[src/source/vend_pkg.sv]
`default_nettype none

package vend_pkg;

    //////////////////////////////////////////////////////////////////////
    // widths that carry a meaning
    //////////////////////////////////////////////////////////////////////

    // product slot index
    typedef logic [1:0] slot_t;
    // credit, one unit is one hundred won
    typedef logic [7:0] credit_t;
    // items left in one slot
    typedef logic [3:0] stock_t;

    //////////////////////////////////////////////////////////////////////
    // product table and limits
    //////////////////////////////////////////////////////////////////////

    localparam int NUM_SLOTS = 4;

    localparam credit_t SLOT_PRICE [NUM_SLOTS] = '{8'd10, 8'd12, 8'd15, 8'd18};
    localparam stock_t SLOT_INIT_STOCK [NUM_SLOTS] = '{4'd9, 4'd1, 4'd0, 4'd4};

    localparam stock_t STOCK_MAX = 4'd9;
    localparam credit_t CREDIT_MAX = 8'd99;

    // coin values
    localparam credit_t COIN_SMALL = 8'd1;
    localparam credit_t COIN_MID = 8'd5;
    localparam credit_t COIN_LARGE = 8'd10;

    // cycles between unit coins, about a million on the board
    localparam int DISPENSE_INTERVAL = 4;

    //////////////////////////////////////////////////////////////////////
    // encodings
    //////////////////////////////////////////////////////////////////////

    typedef enum logic [2:0] {
        CMD_NONE,
        CMD_SELECT,
        CMD_COIN,
        CMD_BUY,
        CMD_RETURN,
        CMD_RESTOCK
    } vend_cmd_t;

    typedef enum logic [2:0] {
        ST_NONE,
        ST_VENDED,
        ST_SOLD_OUT,
        ST_NO_CREDIT,
        ST_NO_SELECTION
    } vend_status_t;

    typedef enum logic [1:0] {
        DISP_IDLE,
        DISP_WAIT,
        DISP_PULSE
    } disp_state_t;

endpackage

`default_nettype wire

[src/source/vend_cmd_decoder.sv]
`default_nettype none

module vend_cmd_decoder
    import vend_pkg::*;
(
    input  logic      clk,
    input  logic      rst,
    input  logic      btn_up,
    input  logic      btn_down,
    input  logic      btn_select,
    input  logic      btn_coin_small,
    input  logic      btn_coin_mid,
    input  logic      btn_coin_large,
    input  logic      btn_buy,
    input  logic      btn_return,
    input  logic      btn_restock,
    output slot_t     cursor,
    output vend_cmd_t cmd,
    output slot_t     cmd_slot,
    output credit_t   cmd_coin
);

    logic    move_press;
    logic    coin_press;
    credit_t coin_value;

    assign move_press = btn_up | btn_down;
    assign coin_press = btn_coin_small | btn_coin_mid | btn_coin_large;

    // one coin per cycle, smallest wins
    always_comb begin
        coin_value = '0;
        if (btn_coin_small) begin
            coin_value = COIN_SMALL;
        end else if (btn_coin_mid) begin
            coin_value = COIN_MID;
        end else if (btn_coin_large) begin
            coin_value = COIN_LARGE;
        end
    end

    //////////////////////////////////////////////////////////////////////
    // cursor and command register
    //////////////////////////////////////////////////////////////////////

    always_ff @(posedge clk) begin
        if (!rst) begin
            cursor <= '0;
            cmd    <= CMD_NONE;
        end else begin
            cmd <= CMD_NONE;
            if (move_press) begin
                // up wins over down, both clamp at the ends
                if (btn_up) begin
                    if (cursor != '0) begin
                        cursor <= cursor - 1'b1;
                    end
                end else if (cursor != slot_t'(NUM_SLOTS - 1)) begin
                    cursor <= cursor + 1'b1;
                end
            end else if (btn_select) begin
                cmd <= CMD_SELECT;
            end else if (coin_press) begin
                cmd <= CMD_COIN;
            end else if (btn_buy) begin
                cmd <= CMD_BUY;
            end else if (btn_return) begin
                cmd <= CMD_RETURN;
            end else if (btn_restock) begin
                // admin check happens in the ledger
                cmd <= CMD_RESTOCK;
            end
        end
    end

    // payload of the command, meaningful only while cmd is set
    always_ff @(posedge clk) begin
        cmd_slot <= cursor;
        cmd_coin <= coin_value;
    end

endmodule

`default_nettype wire

[src/source/vend_ledger.sv]
`default_nettype none

module vend_ledger
    import vend_pkg::*;
(
    input  logic         clk,
    input  logic         rst,
    input  logic         admin_mode,
    input  vend_cmd_t    cmd,
    input  slot_t        cmd_slot,
    input  credit_t      cmd_coin,
    input  slot_t        cursor,
    input  logic         refund_busy,
    output credit_t      credit,
    output stock_t       cursor_stock,
    output logic         selected_valid,
    output slot_t        selected_slot,
    output logic         status_valid,
    output vend_status_t status,
    output logic         refund_load,
    output credit_t      refund_amount
);

    stock_t       stock [NUM_SLOTS];
    stock_t       stock_nxt [NUM_SLOTS];
    credit_t      credit_nxt;
    logic         sel_valid_nxt;
    slot_t        sel_slot_nxt;
    logic         stat_valid_nxt;
    vend_status_t stat_nxt;
    logic [8:0]   coin_sum;
    credit_t      sel_price;

    //////////////////////////////////////////////////////////////////////
    // refund handoff
    //////////////////////////////////////////////////////////////////////

    // dispenser takes the whole credit on the edge that clears it
    assign refund_load   = (cmd == CMD_RETURN) && !refund_busy && (credit != '0);
    assign refund_amount = credit;

    // one extra bit so an oversized coin cannot wrap
    assign coin_sum  = {1'b0, credit} + {1'b0, cmd_coin};
    assign sel_price = SLOT_PRICE[selected_slot];

    //////////////////////////////////////////////////////////////////////
    // command execution
    //////////////////////////////////////////////////////////////////////

    always_comb begin
        stock_nxt      = stock;
        credit_nxt     = credit;
        sel_valid_nxt  = selected_valid;
        sel_slot_nxt   = selected_slot;
        stat_valid_nxt = 1'b0;
        stat_nxt       = status;

        case (cmd)
            CMD_SELECT: begin
                if (selected_valid && (selected_slot == cmd_slot)) begin
                    // second press on the same slot deselects
                    sel_valid_nxt = 1'b0;
                end else if (stock[cmd_slot] != '0) begin
                    sel_valid_nxt = 1'b1;
                    sel_slot_nxt  = cmd_slot;
                end else begin
                    stat_valid_nxt = 1'b1;
                    stat_nxt       = ST_SOLD_OUT;
                end
            end
            CMD_COIN: begin
                // refused coin leaves the credit as it was
                if (coin_sum <= {1'b0, CREDIT_MAX}) begin
                    credit_nxt = coin_sum[7:0];
                end
            end
            CMD_BUY: begin
                stat_valid_nxt = 1'b1;
                if (!selected_valid) begin
                    stat_nxt = ST_NO_SELECTION;
                end else if (stock[selected_slot] == '0) begin
                    stat_nxt = ST_SOLD_OUT;
                end else if (credit < sel_price) begin
                    stat_nxt = ST_NO_CREDIT;
                end else begin
                    stock_nxt[selected_slot] = stock[selected_slot] - 1'b1;
                    credit_nxt    = credit - sel_price;
                    sel_valid_nxt = 1'b0;
                    stat_nxt      = ST_VENDED;
                end
            end
            CMD_RETURN: begin
                // ignored while a payout is still running
                if (refund_load) begin
                    credit_nxt = '0;
                end
            end
            CMD_RESTOCK: begin
                if (admin_mode && (stock[cmd_slot] < STOCK_MAX)) begin
                    stock_nxt[cmd_slot] = stock[cmd_slot] + 1'b1;
                end
            end
            default: begin
            end
        endcase
    end

    //////////////////////////////////////////////////////////////////////
    // state registers
    //////////////////////////////////////////////////////////////////////

    always_ff @(posedge clk) begin
        if (!rst) begin
            stock          <= SLOT_INIT_STOCK;
            credit         <= '0;
            selected_valid <= 1'b0;
            selected_slot  <= '0;
            status_valid   <= 1'b0;
            status         <= ST_NONE;
            cursor_stock   <= SLOT_INIT_STOCK[0];
        end else begin
            stock          <= stock_nxt;
            credit         <= credit_nxt;
            selected_valid <= sel_valid_nxt;
            selected_slot  <= sel_slot_nxt;
            status_valid   <= stat_valid_nxt;
            status         <= stat_nxt;
            // follows the new stock so a buy shows up at once
            cursor_stock   <= stock_nxt[cursor];
        end
    end

endmodule

`default_nettype wire

[src/source/change_dispenser.sv]
`default_nettype none

module change_dispenser
    import vend_pkg::*;
(
    input  logic    clk,
    input  logic    rst,
    input  logic    refund_load,
    input  credit_t refund_amount,
    output logic    refund_busy,
    output logic    coin_out
);

    disp_state_t state;
    credit_t     remaining;
    logic [$clog2(DISPENSE_INTERVAL + 1)-1:0] interval_cnt;

    // one unit coin per pulse state
    assign coin_out    = (state == DISP_PULSE);
    assign refund_busy = (state != DISP_IDLE);

    always_ff @(posedge clk) begin
        if (!rst) begin
            state        <= DISP_IDLE;
            remaining    <= '0;
            interval_cnt <= '0;
        end else begin
            case (state)
                DISP_IDLE: begin
                    if (refund_load) begin
                        remaining    <= refund_amount;
                        interval_cnt <= '0;
                        state        <= DISP_WAIT;
                    end
                end
                DISP_WAIT: begin
                    // wait the full interval before each coin
                    if (interval_cnt == $bits(interval_cnt)'(DISPENSE_INTERVAL - 1)) begin
                        interval_cnt <= '0;
                        state        <= DISP_PULSE;
                    end else begin
                        interval_cnt <= interval_cnt + 1'b1;
                    end
                end
                DISP_PULSE: begin
                    remaining <= remaining - 1'b1;
                    if (remaining == 8'd1) begin
                        state <= DISP_IDLE;
                    end else begin
                        state <= DISP_WAIT;
                    end
                end
                default: begin
                    state <= DISP_IDLE;
                end
            endcase
        end
    end

endmodule

`default_nettype wire

[src/source/vend_top.sv]
`default_nettype none

module vend_top
    import vend_pkg::*;
(
    input  logic         clk,
    input  logic         rst,
    input  logic         btn_up,
    input  logic         btn_down,
    input  logic         btn_select,
    input  logic         btn_coin_small,
    input  logic         btn_coin_mid,
    input  logic         btn_coin_large,
    input  logic         btn_buy,
    input  logic         btn_return,
    input  logic         btn_restock,
    input  logic         admin_mode,
    output slot_t        cursor,
    output credit_t      credit,
    output stock_t       cursor_stock,
    output logic         selected_valid,
    output slot_t        selected_slot,
    output logic         status_valid,
    output vend_status_t status,
    output logic         coin_out,
    output logic         refund_busy
);

    // decoder to ledger
    vend_cmd_t cmd;
    slot_t     cmd_slot;
    credit_t   cmd_coin;

    // ledger to dispenser
    logic      refund_load;
    credit_t   refund_amount;

    vend_cmd_decoder decoder_i (
        .clk            (clk),
        .rst            (rst),
        .btn_up         (btn_up),
        .btn_down       (btn_down),
        .btn_select     (btn_select),
        .btn_coin_small (btn_coin_small),
        .btn_coin_mid   (btn_coin_mid),
        .btn_coin_large (btn_coin_large),
        .btn_buy        (btn_buy),
        .btn_return     (btn_return),
        .btn_restock    (btn_restock),
        .cursor         (cursor),
        .cmd            (cmd),
        .cmd_slot       (cmd_slot),
        .cmd_coin       (cmd_coin)
    );

    vend_ledger ledger_i (
        .clk            (clk),
        .rst            (rst),
        .admin_mode     (admin_mode),
        .cmd            (cmd),
        .cmd_slot       (cmd_slot),
        .cmd_coin       (cmd_coin),
        .cursor         (cursor),
        .refund_busy    (refund_busy),
        .credit         (credit),
        .cursor_stock   (cursor_stock),
        .selected_valid (selected_valid),
        .selected_slot  (selected_slot),
        .status_valid   (status_valid),
        .status         (status),
        .refund_load    (refund_load),
        .refund_amount  (refund_amount)
    );

    change_dispenser dispenser_i (
        .clk           (clk),
        .rst           (rst),
        .refund_load   (refund_load),
        .refund_amount (refund_amount),
        .refund_busy   (refund_busy),
        .coin_out      (coin_out)
    );

endmodule

`default_nettype wire

[config.mk]
export PLATFORM = sky130hd
export DESIGN_NAME = vend_top
export DESIGN_NICKNAME = d
export VERILOG_FILES = /design/src/source/vend_pkg.sv /design/src/source/vend_cmd_decoder.sv /design/src/source/vend_ledger.sv /design/src/source/change_dispenser.sv /design/src/source/vend_top.sv
export SDC_FILE = /design/constraint.sdc
export NUM_CORES = 1
export LEC_CHECK = 0
export BUFFER_PORTS_ARGS = -buffer_cell sky130_fd_sc_hd__buf_2
export CAP_MARGIN = 20
export CORE_MARGIN = 1.5
export CORE_UTILIZATION = 35
export CTS_CLUSTER_SIZE = 30
export DETAILED_ROUTE_END_ITERATION = 7
export GPL_TIMING_DRIVEN = 0
export MAX_ROUTING_LAYER = met4
export PLACE_DENSITY = 0.49
export REMOVE_ABC_BUFFERS = 1
export SETUP_SLACK_MARGIN = 0.02
export SLEW_MARGIN = 20
export SYNTH_ARGS = -nofsm -noshare
export SYNTH_HDL_FRONTEND = slang
export SYNTH_SLANG_ARGS = --single-unit
[constraint.sdc]
create_clock -name clk -period 4.1 [get_ports clk]
set_clock_uncertainty 0.15 [all_clocks]
set_input_delay 0 -clock clk [delete_from_list [all_inputs] [get_ports clk]]
set_output_delay 0 -clock clk [all_outputs]
set_load 0.05 [all_outputs]
==> results by group <==
Global routing
  – Largest net degree at the start of global routing: 41
  – Grt ovf: 0
  – Gr busiest metal: met2
  – Vias in the first global route: 3,364
  – Antenna violations before repair: 0
  – Met2 GRT Util: 32.2%
  – Met3 Resource Use GR: 4.22%
  – GRT Overall Usage: 20.7%
  – GRT met1 Usage: 27.4%
  – First-pass GRT wire length: 17,800 um

Power and ir drop
  – Max VDD drop: 0.188 mV
  – P_leak: 1.80 nW
  – Power per cell area: 268 mW/mm^2

Synthesis
  – Number of enable flip-flop cells after synthesis: 0
  – Cell accounting for the most synthesized area: dfxtp_1
  – Yosys warnings: 0
  – Post-synth cell types: 77
  – Area contributors post-synth: dfxtp_1, ha_1, nor2_1, a21oi_1, mux4_2
  – Yosys top cell area share: 29.9%
  – Synthesized area: 0.00388 sq mm
  – Avg Inst Size Synth: 8.81 sq um
  – Post-Synthesis Cells: 440
  – Seq cells post-synth: 58
  – Post-synth ARST share: 0%
  – Primary FF master, synth: dfxtp_1
  – Sequential share of the synthesized area: 29.9%

Clock tree
  – Setup Fix Bufs, Post-CTS: 0
  – CTS Root Cell: clkbuf_8
  – Htree depth: 3
  – CTS tree: built
  – CTS Sinks: 58
  – Worst-path clk slew: 0.07 ns
  – Clk_lat worst skew: 0.35 ns
  – CTS Buf Count: 9
  – Clock buffer depth: 2
  – Resized Gates After CTS: 0

Critical path
  – Critical Path Start Type: flip-flop
  – Worst R2R Path Depth: 11
  – WP data required: 4.23 ns
  – WP data arrival: 3.95 ns
  – Most frequent CP cell: ha_1
  – CP Buf/Inv Count: 1
  – R2r setup slk: 0.28 ns
  – Endpoint class of the critical path: flip-flop
  – CP delay by family, top: adder cells
  – Cell Chain, Critical Path: inv_1, ha_1, ha_1, fa_1, nor2b_1, o31a_1, o21a_2, and3_1, a221oi_1, mux4_2, nor2_1
  – RR Endpoint: ledger_i.cursor_stock[1]
  – Critical path class: reg -> reg
  – FF-to-FF Start: ledger_i.selected_slot[0]
  – Max stage delay on crit path: 0.74 ns
  – Slowest cell on crit path: dfxtp_1
  – Crit path max fanout: 11

Detailed routing
  – Antenna Nets Post-Route: 0
  – Total Wirelength: 11,000 um
  – Vias per cell: 5.63
  – Drc violations: 0
  – Vias post-DR: 3,532
  – First-pass DRT Iterations: 5
  – DR WL/cell: 17.6 um
  – Initial DRC Count: 282

Layout
  – Ant diodes: 0
  – Fill cells: 1,121
  – Nets: 517
  – Layout area overhead: 14.3%
  – Layout cell share with drive strength beyond 1: 18.1%
  – Commonest non-fill, non-tap cell in the layout: dfxtp_1
  – Design area: 0.00443 sq mm
  – Fin cells: 627
  – Commonest cells after routing, fill and taps aside: dfxtp_1, nor2_1, buf_2, inv_1, a21oi_1

Place
  – Placer Congestion: 0.964
  – HPWL after detailed placement: 7790 um
  – Count of input and output buffers: 34
  – Placed Cells: 594
  – Placed Area: 0.00408 sq mm

STA
  – RSZ-0062 raised after global routing: false
  – Final setup fails: 0
  – Worst Tran Pin Value: 0.869 ns
  – Final slew viol count: 0
  – Tmin final: 3.82 ns
  – Final hold vios: 0
  – Slew Limit Headroom: 41.6%
  – Final period util: 93.1%
  – Setup TNS: 0 ns
  – Fmax: 262 MHz
  – Hold slack: 0.139 ns

Status
  – Status: finished, final reports clean

Floorplanning
  – Die area: 0.0117 sq mm
  – Initial Util: 35.8%
  – IO Count: 35
  – Chip width: 108 um
  – Die Span Y: 108 um
  – Core Area: 0.0108 sq mm
  – Core Rows: 38

Worst hold path
  – Hold path depth: 5
  – HP Class: in -> reg
  – Hold wc startpoint: admin_mode
  – End of the worst hold path: ledger_i.stock[15]

Flow run
  – Max Cap Viol: 0
-- cells by family (layout without fill, tap and decap cells) --
kind of cell / after synthesis / count (layout) / share of synthesized area (%)
and+or+nand+nor: 163 / 163 / 22.2
buffers and inverters: 51 / 98 / 6.68
AOI/OAI and AO/OA: 121 / 121 / 24.3
xor gates and xnor gates: 10 / 10 / 2.26
adders and majority gates: 23 / 23 / 7.81
DFF: 58 / 58 / 29.9
muxes: 14 / 14 / 6.81
-- cell type report --
cell class                 instances  area, sq um  area share (%)
clock buffer                      14          173            3.90
sequential                        58         1160            26.2
tap                              140          175            3.95
timing repair buffer              51          340            7.68
inverter                          31          116            2.62
clock inverter                     2         10.0           0.226
multi-input combinational        331         2460            55.4
-- registers in the layout, indices dropped and copies added (netlist names) --
signal                    count
ledger_i.status               3
ledger_i.selected_slot        2
ledger_i.credit               8
decoder_i.cmd_slot            2
decoder_i.cmd_coin            3
dispenser_i.interval_cnt      3
ledger_i.stock               16
decoder_i.cmd                 3
decoder_i.cursor              2
dispenser_i.state             2
dispenser_i.remaining         8
ledger_i.selected_valid       1
ledger_i.status_valid         1
ledger_i.cursor_stock         4
-- tightest hold or removal path: cells and delay by family --
family                 cells  cell delay, ns
AOI/OAI and AO/OA          2            0.28
buffers and inverters      1            0.11
and+or+nand+nor            2            0.19
-- power by group --
group	internal (mW)	leakage (nW)	switching, mW
Clock	0.267	0.0965	0.227
Sequential	0.571	0.469	0.0149
Combinational	0.0447	1.24	0.0654
-- stage by stage --
stage	total power [mW]	worst slack [ns]	utilization [%]
floorplan	0.663	0.592	-
global placement	0.697	0.326	37.6
detailed placement	0.698	0.295	37.6
CTS	1.20	0.261	40.9
global route	1.24	0.0434	40.9
finish	1.19	0.285	40.9
-- synth_stat cells, types with 3 or more instances --
master / instances
and2_1: 7
nor2_1: 55
o221ai_1: 3
dfxtp_1: 58
nor3b_1: 3
inv_1: 31
nor3_1: 19
ha_1: 21
o21ai_0: 9
or3b_2: 3
a221oi_1: 12
a21o_1: 6
o221a_2: 5
mux4_1: 3
mux2i_1: 5
xnor2_1: 7
a211oi_1: 7
o211ai_1: 3
clkbuf_8: 4
o31ai_1: 3
nand2_1: 22
a21oi_1: 27
nor2b_1: 8
a31oi_1: 4
o31a_1: 4
or3_1: 7
nand4_1: 3
mux4_2: 6
nand3_1: 9
xor2_1: 3
or2_2: 6
clkbuf_1: 10
a22oi_1: 6
and3_1: 5
-- how the worst max path moves through the flow --
stage | startpoint | to | slack [ns] | cells past startpoint
floorplan | ledger_i.selected_slot[0] | ledger_i.cursor_stock[1] | 0.59 | 11
global placement | ledger_i.selected_slot[0] | ledger_i.cursor_stock[1] | 0.33 | 11
detailed placement | ledger_i.selected_slot[0] | ledger_i.cursor_stock[1] | 0.30 | 11
CTS | ledger_i.selected_slot[0] | ledger_i.cursor_stock[1] | 0.26 | 11
global route | ledger_i.selected_slot[0] | ledger_i.cursor_stock[0] | 0.04 | 11
finish | ledger_i.selected_slot[0] | ledger_i.cursor_stock[1] | 0.28 | 11
-- metal layers --
layer  vias up  wire (um)
li1       1736          -
met1      1694       5340
met2        89       5020
met3        13        508
met4         0        154
met5         -          0
-- what timing repair did --
action	CTS	global route
hold endpoints to repair	19	0
endpoints found under the setup margin	0	0
hold buffers	17	0
Power figures use the tool's default switching activity.
